## src/hdl/lcd_pkg.sv

```systemverilog
package lcd_pkg;

	// one byte on the lcd data bus, command or character
	typedef logic [7:0] lcd_code_t;
	typedef logic [19:0] delay_cnt_t; // wide enough for the 15 ms wait
	typedef logic [4:0] col_t; // cursor column over both lines, 0..31

	// delays in 50 MHz clock cycles
	localparam delay_cnt_t DLY_POWER_UP = 20'd750000; // 15 ms after power on
	localparam delay_cnt_t DLY_SHORT = 20'd2000; // 40 us, most commands and data
	localparam delay_cnt_t DLY_LONG = 20'd100000; // 2 ms, clear and home

	// hd44780 command set in use
	localparam lcd_code_t CMD_FUNC_SET = 8'h38; // 8 bit, 2 lines, 5x8 font
	localparam lcd_code_t CMD_CLEAR = 8'h01;
	localparam lcd_code_t CMD_ENTRY = 8'h06; // increment, no shift
	localparam lcd_code_t CMD_LINE1 = 8'h80; // ddram addr 0x00
	localparam lcd_code_t CMD_LINE2 = 8'hC0; // ddram addr 0x40
	localparam lcd_code_t CMD_HOME = 8'h02;

	localparam int LINE_CHARS = 16; // characters per display line

	// command fifo sizing
	localparam int FIFO_DEPTH = 8;
	localparam int FIFO_AW = $clog2(FIFO_DEPTH);
	typedef logic [FIFO_AW-1:0] fifo_ptr_t;
	typedef logic [FIFO_AW:0] fifo_cnt_t; // holds 0..FIFO_DEPTH

	// bus driver states
	typedef enum logic [3:0] {
		IDLE,
		PWR_WAIT, // waiting after power button
		INIT_FUNC,
		INIT_CLEAR,
		INIT_ENTRY,
		INIT_HOME, // cursor to line 1 start
		RUN, // serving the fifo
		PULSE, // lcd_en high
		SETTLE // command execution time
	} drv_state_t;

endpackage
```

## src/hdl/lcd_item_if.sv

```systemverilog
`timescale 1ns/100ps

// one display write item between two blocks
// push side: stb is the push strobe, ready means room
// pop side: stb is the item-available level, ready is the pop strobe
interface lcd_item_if
	import lcd_pkg::*;
();

	logic stb;
	logic rs; // 0 command, 1 data
	lcd_code_t code;
	logic ready;

	modport src (
		output stb,
		output rs,
		output code,
		input ready
	);

	modport snk (
		input stb,
		input rs,
		input code,
		output ready
	);

endinterface

```

## src/hdl/lcd_char_display.sv

```systemverilog
`timescale 1ns/100ps

module lcd_char_display
	import lcd_pkg::*;
(
	input logic clk,
	input logic rst_n,
	input lcd_code_t char_in, // character to show
	input logic power_btn_n, // active low power button
	output lcd_code_t lcd_data,
	output logic lcd_en,
	output logic lcd_rs, // 0 command, 1 data
	output logic lcd_rw, // write only
	output logic lcd_power
);

	logic run; // init finished

	lcd_item_if push_if (); // source -> fifo
	lcd_item_if pop_if (); // fifo -> driver

	lcd_char_source u_source (
		.clk (clk),
		.rst_n (rst_n),
		.run (run),
		.char_in (char_in),
		.push (push_if.src)
	);

	lcd_cmd_fifo u_fifo (
		.clk (clk),
		.rst_n (rst_n),
		.wr (push_if.snk),
		.rd (pop_if.src)
	);

	lcd_bus_driver u_driver (
		.clk (clk),
		.rst_n (rst_n),
		.power_btn_n (power_btn_n),
		.cmd (pop_if.snk),
		.run (run),
		.lcd_data (lcd_data),
		.lcd_en (lcd_en),
		.lcd_rs (lcd_rs)
	);

	assign lcd_rw = 1'b0; // no bus reads
	assign lcd_power = !power_btn_n; // panel powered while button held

endmodule

```

## src/hdl/lcd_bus_driver.sv

```systemverilog
`timescale 1ns/100ps

module lcd_bus_driver
	import lcd_pkg::*;
(
	input logic clk,
	input logic rst_n,
	input logic power_btn_n, // active low power button
	lcd_item_if.snk cmd,
	output logic run, // init done, source may start
	output lcd_code_t lcd_data,
	output logic lcd_en,
	output logic lcd_rs
);

	drv_state_t state;
	drv_state_t ret_state; // where SETTLE goes back to
	delay_cnt_t cnt; // shared by power-up wait and settle
	delay_cnt_t dly_target;
	logic cnt_done;
	lcd_code_t init_code;
	drv_state_t init_next;

	// pop strobe only in RUN with an item at the head
	assign cmd.ready = (state == RUN) && cmd.stb;

	// wait length for the current phase
	always_comb begin
		if (state == PWR_WAIT)
			dly_target = DLY_POWER_UP;
		else if (!lcd_rs && (lcd_data == CMD_CLEAR || lcd_data == CMD_HOME))
			dly_target = DLY_LONG; // slow commands
		else
			dly_target = DLY_SHORT;
	end

	assign cnt_done = (cnt == dly_target - delay_cnt_t'(1));

	// init sequence table
	always_comb begin
		case (state)
			INIT_FUNC: begin
				init_code = CMD_FUNC_SET;
				init_next = INIT_CLEAR;
			end
			INIT_CLEAR: begin
				init_code = CMD_CLEAR;
				init_next = INIT_ENTRY;
			end
			INIT_ENTRY: begin
				init_code = CMD_ENTRY;
				init_next = INIT_HOME;
			end
			INIT_HOME: begin
				init_code = CMD_LINE1; // cursor to first column of line 1
				init_next = RUN;
			end
			default: begin
				init_code = CMD_FUNC_SET;
				init_next = INIT_CLEAR;
			end
		endcase
	end

	always_ff @(posedge clk or negedge rst_n) begin
		if (!rst_n) begin
			state <= IDLE;
			ret_state <= IDLE;
			cnt <= '0;
			run <= 1'b0;
			lcd_data <= '0;
			lcd_en <= 1'b0;
			lcd_rs <= 1'b0;
		end else begin
			case (state)
				IDLE: begin
					if (!power_btn_n) begin // button pressed
						cnt <= '0;
						state <= PWR_WAIT;
					end
				end
				PWR_WAIT: begin
					if (cnt_done) begin
						cnt <= '0;
						state <= INIT_FUNC;
					end else begin
						cnt <= cnt + delay_cnt_t'(1);
					end
				end
				INIT_FUNC, INIT_CLEAR, INIT_ENTRY, INIT_HOME: begin
					lcd_data <= init_code;
					lcd_rs <= 1'b0; // all init writes are commands
					lcd_en <= 1'b1;
					ret_state <= init_next;
					state <= PULSE;
				end
				RUN: begin
					run <= 1'b1;
					if (cmd.ready) begin // take the fifo head
						lcd_data <= cmd.code;
						lcd_rs <= cmd.rs;
						lcd_en <= 1'b1;
						ret_state <= RUN;
						state <= PULSE;
					end
				end
				PULSE: begin
					lcd_en <= 1'b0; // falling edge latches the write
					cnt <= '0;
					state <= SETTLE;
				end
				SETTLE: begin
					// data and rs stay put until the next pulse
					if (cnt_done) begin
						cnt <= '0;
						state <= ret_state;
					end else begin
						cnt <= cnt + delay_cnt_t'(1);
					end
				end
				default: state <= IDLE;
			endcase
		end
	end

	// enable is a single-cycle pulse
	a_en_one_cycle: assert property (@(posedge clk) disable iff (!rst_n)
		lcd_en |=> !lcd_en)
		else $error("lcd_en high for more than one cycle");

	// pops come only between writes and after the source was let go
	a_pop_in_run: assert property (@(posedge clk) disable iff (!rst_n)
		cmd.ready |-> (run && !lcd_en))
		else $error("pop before init done or while a write is on the bus");

endmodule

```

## src/hdl/lcd_cmd_fifo.sv

```systemverilog
`timescale 1ns/100ps

module lcd_cmd_fifo
	import lcd_pkg::*;
(
	input logic clk,
	input logic rst_n,
	lcd_item_if.snk wr,
	lcd_item_if.src rd
);

	logic rs_mem [FIFO_DEPTH];
	lcd_code_t code_mem [FIFO_DEPTH];

	fifo_ptr_t wr_ptr;
	fifo_ptr_t rd_ptr;
	fifo_cnt_t fill; // occupancy
	logic full;
	logic empty;
	logic push;
	logic pop;

	assign full = (fill == fifo_cnt_t'(FIFO_DEPTH));
	assign empty = (fill == '0);

	// room if not full, or if the head leaves this same cycle
	assign wr.ready = !full || rd.ready;
	assign push = wr.stb && wr.ready;
	assign pop = rd.ready && !empty;

	// head shown combinationally, stb is the not-empty level
	assign rd.stb = !empty;
	assign rd.rs = rs_mem[rd_ptr];
	assign rd.code = code_mem[rd_ptr];

	always_ff @(posedge clk) begin
		if (push) begin
			rs_mem[wr_ptr] <= wr.rs;
			code_mem[wr_ptr] <= wr.code;
		end
	end

	always_ff @(posedge clk or negedge rst_n) begin
		if (!rst_n) begin
			wr_ptr <= '0;
			rd_ptr <= '0;
			fill <= '0;
		end else begin
			if (push)
				wr_ptr <= wr_ptr + fifo_ptr_t'(1); // depth is a power of two
			if (pop)
				rd_ptr <= rd_ptr + fifo_ptr_t'(1);
			case ({push, pop})
				2'b10: fill <= fill + fifo_cnt_t'(1);
				2'b01: fill <= fill - fifo_cnt_t'(1);
				default: fill <= fill; // none, or both at once
			endcase
		end
	end

	// a push into a full fifo is only legal when the driver pops alongside
	a_no_overflow: assert property (@(posedge clk) disable iff (!rst_n)
		(wr.stb && full) |-> rd.ready)
		else $error("push into full fifo");

	// driver pops only what is there
	a_no_underflow: assert property (@(posedge clk) disable iff (!rst_n)
		rd.ready |-> !empty)
		else $error("pop from empty fifo");

endmodule

```

## src/hdl/lcd_char_source.sv

```systemverilog
`timescale 1ns/100ps

module lcd_char_source
	import lcd_pkg::*;
(
	input logic clk,
	input logic rst_n,
	input logic run, // init sequence done
	input lcd_code_t char_in,
	lcd_item_if.src push
);

	lcd_code_t last_char; // last character accepted into the fifo
	col_t col; // characters written since line 1 start
	logic line_pend; // cursor command owed before the next char
	logic new_char;
	col_t col_next;

	assign new_char = (char_in != last_char);
	assign col_next = col + col_t'(1); // wraps 31 -> 0

	// a pending line command goes first and the new char waits behind it
	assign push.stb = run && push.ready && (line_pend || new_char);
	assign push.rs = !line_pend;

	always_comb begin
		if (line_pend) begin
			// col sits at 16 after line 1 filled and at 0 after line 2
			if (col == col_t'(LINE_CHARS))
				push.code = CMD_LINE2;
			else
				push.code = CMD_LINE1;
		end else begin
			push.code = char_in; // whatever is on the input when taken
		end
	end

	always_ff @(posedge clk or negedge rst_n) begin
		if (!rst_n) begin
			last_char <= '0;
			col <= '0;
			line_pend <= 1'b0;
		end else if (push.stb) begin
			if (line_pend) begin
				line_pend <= 1'b0; // command taken while the char is held back
			end else begin
				last_char <= char_in;
				col <= col_next;
				// end of a line reached
				line_pend <= (col_next == col_t'(LINE_CHARS)) || (col_next == '0);
			end
		end
	end

	// a line command is owed only at the end of a line
	a_pend_at_line_end: assert property (@(posedge clk) disable iff (!rst_n)
		line_pend |-> (col == col_t'(LINE_CHARS) || col == '0))
		else $error("line command pending away from a line end");

endmodule

```

## config.mk

```make
export PLATFORM = sky130hd
export DESIGN_NAME = lcd_char_display
export DESIGN_NICKNAME = d
export VERILOG_FILES = /design/src/hdl/lcd_pkg.sv /design/src/hdl/lcd_item_if.sv /design/src/hdl/lcd_char_display.sv /design/src/hdl/lcd_bus_driver.sv /design/src/hdl/lcd_cmd_fifo.sv /design/src/hdl/lcd_char_source.sv
export SDC_FILE = /design/constraint.sdc
export NUM_CORES = 1
export LEC_CHECK = 0
export ABC_AREA = 1
export ABC_CLOCK_PERIOD_IN_PS = 3500
export BUFFER_PORTS_ARGS = -buffer_cell sky130_fd_sc_hd__buf_2
export CAP_MARGIN = 15
export CORE_MARGIN = 2
export CORE_UTILIZATION = 45
export CTS_BUF_LIST = sky130_fd_sc_hd__clkbuf_8
export DETAILED_ROUTE_END_ITERATION = 7
export PLACE_DENSITY = 0.68
export SYNTH_ARGS = -nofsm -noshare
export SYNTH_HDL_FRONTEND = slang
export SYNTH_SLANG_ARGS = --single-unit
```

## constraint.sdc

```tcl
create_clock -name clk -period 3.5 [get_ports clk]
set_input_delay 0.175 -clock clk [delete_from_list [all_inputs] [get_ports clk]]
set_output_delay 0.175 -clock clk [all_outputs]
set_load 0.05 [all_outputs]
```

==> summary by stage <==
Status
The flow ran to the end, and the final reports show no timing, DRC or antenna violations.

Synthesis
The number of storage elements in the synthesis netlist is 134. The total number of yosys warnings is 0. The number of library cell types mapped by synthesis is 46. The most used flip-flop cell after synthesis is edfxtp_1.

In this run the mean area of a mapped cell was slightly below 10 µm². The net count of the mapped netlist is approximately 700. Counting flops with a built-in enable in the synthesized netlist gives 72. The cell area after synthesis is between 0.006 and 0.007 mm². The number of instances in the synthesized netlist is ~680. In the synthesized netlist the async set-or-reset flop fraction comes to 0.463. The sequential share of the synthesized area is 0.573.

Route
Summed over all layers, the routed wires come to approximately 14 mm. The first-iteration detailed-routing DRC count is ~320. The pre-antenna-repair detailed-routing pass consisted of 5 iterations.

In this run the remaining antenna-violating nets after routing total 0. After detailed routing, the average wire length per cell comes to about 16 µm. The post-detailed-route via-to-cell ratio is between 5 and 6. The total via count after detailed routing is around 4800. The DRC violation count after routing is 0.

CTS
CTS built an H-tree with a depth of 4. The post-CTS setup buffer count is 0. For the worst-skew pair, the clock arrives at the later sink with an insertion delay of 0.43 ns. After clock tree synthesis, the clock-pin slew on the worst setup and hold paths is about 0.070 ns.

In this run the clock root is driven by a clkbuf_8. In this run the deepest clock path goes through 2 buffers. The total CTS buffers is 17. CTS saw between 100 and 150 sinks.

The CTS tree is built.

Worst setup path
The worst setup path is captured at a flip-flop. The startpoint-to-endpoint class of the critical path is flip-flop to flip-flop. The startpoint identified for the worst register-to-register timing path is u_driver.state[3].

The kind of start point of the critical path is a flip-flop. The launching instance or port of the critical path is u_driver.state[3]. Along the worst path, the maximum fanout reaches 12. The required time of the critical path is 3.81 ns.

The worst endpoint data arrival time is roughly 3.2 ns.

STA
For the pin with the worst max-slew slack, the measured transition is 1.14 ns. Counting I/O delays and the setup requirement, the final critical path takes 2.88 ns. Setup repair after global routing left no endpoint under its margin. The final worst-path cycle share is 0.823. The number of setup violations in the final report is 0. In the final timing run, aggregate negative setup slack is 0 ns. The number of endpoints with negative hold slack in the final report is 0. Across the routed clock network, the largest skew measured is 0.0111 ns. The worst relative slew slack is 0.240.

Final hold analysis gives a worst-case slack of 0.0544 ns. Timing would allow up to 347 MHz. The number of max-slew violations in the final report came to 0.

Layout
The post-layout instance area is approximately 0.0071 mm². The fraction of final layout cells sized beyond drive strength 1 is 0.106. The sequential cells in the finished layout cover a total of between 0.003 and 0.004 mm².

At the end of the flow, the number of nets in the layout was roughly 720. The antenna diode count is 0. The count of filler cells inserted in the layout is between 1000 and 1500.

The number of cells in the finished layout apart from fillers is 896. The signed area change from the synthesized netlist to the final layout is 9.79%. In the final layout, the multi-input gates occupy roughly 0.0024 mm².

Pwr
The completed layout was analyzed and its total power is approximately 2.8 mW. The maximum VDD drop is around 350 µV. For this design the static power due to leakage is just over 3 nW.

The power per cell area is roughly 400 mW/mm².

Floorplanning
The I/O pin count is 23. The area inside the core boundary is 0.0140 mm². The total die area is 0.0154 mm². The floorplan step set the die width to roughly 120 µm.

The initial core utilization is 0.463. After floorplanning, the core was divided into 43 placement rows. The chip height is ~120 µm.

Flow run
Across the run, the number of max-cap violations was 0.

Global route
The number of global-route vias before repair is 4622. The global-route wire length before repair is 22.7 mm. Entering global routing, the biggest net connects 43 pins. The overall overflow remaining after global route is 0. The number of antenna violations at the first check in global routing is 0. In the global route stage, overall resource usage came out at 0.197.

Placed design
The post-detailed-placement half-perimeter wirelength is around 9.6 mm. Summing all placed instances gives a cell area of slightly below 0.007 mm². In this run, placement finished with an instance count of ~860. The count of buffers inserted at the top-level ports is 21. The weighted congestion at the end of routability-driven global placement is about 0.9.

Min path
The worst hold path begins at char_in[0]. The worst hold path belongs to the class input port to flip-flop.
## placed cells by master, fill, tap and decap left out, types with 4 or more instances in the layout
master	instances
ha_1	9
inv_1	75
nand3_1	41
o22ai_1	6
a22oi_1	4
o211ai_1	6
o21ai_1	10
xor2_1	22
nor2_1	82
nor3_1	15
nor2_2	6
o21ai_0	41
nand2_1	116
buf_4	9
xnor2_1	6
clkbuf_8	17
o221ai_1	9
nand4_1	10
buf_2	21
edfxtp_1	72
a21oi_1	19
clkinv_2	6
mux2i_1	12
dfrtp_1	62
clkinv_1	6
## path summary, 6_finish.rpt
kind                                    endpoint  slack (ns)  depth (start not counted)
max                               u_fifo.fill[3]        0.62                         15
min                        u_source.last_char[0]        0.05                          3
max reg2reg                       u_fifo.fill[3]        0.62                         15
min reg2reg                         u_driver.run        0.47                          2
max in group asynchronous        u_driver.cnt[4]        2.19                          3
min in group asynchronous        u_source.col[0]        0.44                          2
## sequential cells by signal, indices dropped and copies added (netlist names)
signal	cells
u_fifo.rd_ptr	3
u_fifo.wr_ptr	3
u_source.last_char	8
u_driver.ret_state	3
u_fifo.fill	4
u_driver.run	1
u_fifo.code_mem	64
u_driver.state	4
u_driver.lcd_rs	1
u_fifo.rs_mem	8
u_driver.lcd_en	1
u_source.col	5
u_source.line_pend	1
u_driver.lcd_data	8
u_driver.cnt	20
## worst max-delay path, stage by stage (launching register included)
cell and delay (ns):
dfrtp_1 0.39, inv_1 0.12, nand2_1 0.10, nor2_2 0.13, nand2_2 0.13, a21oi_2 0.27, nand2_1 0.28, ha_1 0.32
ha_1 0.33, nand2_1 0.08, nor2_1 0.04, a211oi_1 0.22, nor2_1 0.07, nor2_1 0.08, nand2_1 0.07, xor2_1 0.14
## what timing repair did
action / in CTS / in global routing
resized for setup: 0 / 0
endpoints found under the hold margin: 41 / 0
hold buffers: 1 / 0
## per-stage QoR
stage	util	setup slack, ns
floorplan	-	1.04
global placement	0.484	0.772
detailed placement	0.484	0.632
CTS	0.509	0.615
global route	0.509	0.239
finish	0.509	0.619
## kinds of logic (layout without fill, tap and decap cells)
family | count (synthesis) | in the layout | share of synthesized area
simple gates | 281 | 281 | 0.187
flops | 134 | 134 | 0.573
compound gates | 108 | 108 | 0.0994
buf+inv | 100 | 141 | 0.0620
xor+xnor | 28 | 28 | 0.0378
mux | 13 | 13 | 0.0203
fa+ha+maj | 10 | 10 | 0.0205
other cells | 1 | 1 | 0.000578
## layout make-up
type                    count  area share
clock buffers              17      0.0329
clock inverters            15      0.0139
inverters                  78      0.0415
multi-input cells         441       0.333
flip-flops and latches    134       0.522
well taps                 180      0.0316
repair buffers             31      0.0257
## where the power goes
| part | total (mW) | internal, mW | switching, mW |
|---|---|---|---|
| combinational | 0.0498 | 0.0102 | 0.0395 |
| sequential | 1.66 | 1.66 | 0 |
| clock | 1.10 | 0.536 | 0.567 |
## cells in the mapped netlist (all sizes together) (2+ instances only)
master	count	area, µm²
ha	9	113
nand3	43	225
o211ai	6	45.0
nor4	3	18.8
nor3	15	75.1
edfxtp	72	2160
nor2	89	357
buf	12	68.8
clkbuf	10	37.5
a31oi	2	12.5
o22ai	6	37.5
a22oi	4	30.0
o32ai	3	26.3
clkinv	4	17.5
xnor2	6	52.6
o21ai	51	255
inv	74	278
dfrtp	62	1550
o221ai	9	78.8
nand2	120	465
xor2	22	193
nand4	10	62.6
mux2i	12	120
a21oi	21	113
## metal layers
| metal | global-route usage | part of all wire | wire, µm | vias to the layer above |
|---|---|---|---|---|
| li1 | - | - | - | 2344 |
| met1 | 0.261 | 0.47 | 6570 | 2299 |
| met2 | 0.315 | 0.47 | 6500 | 118 |
| met3 | 0.0549 | 0.053 | 735 | 15 |
| met4 | 0.0618 | 0.012 | 161 | 0 |
| met5 | 0 | 0 | 0 | - |
Power figures use the tool's default switching activity.
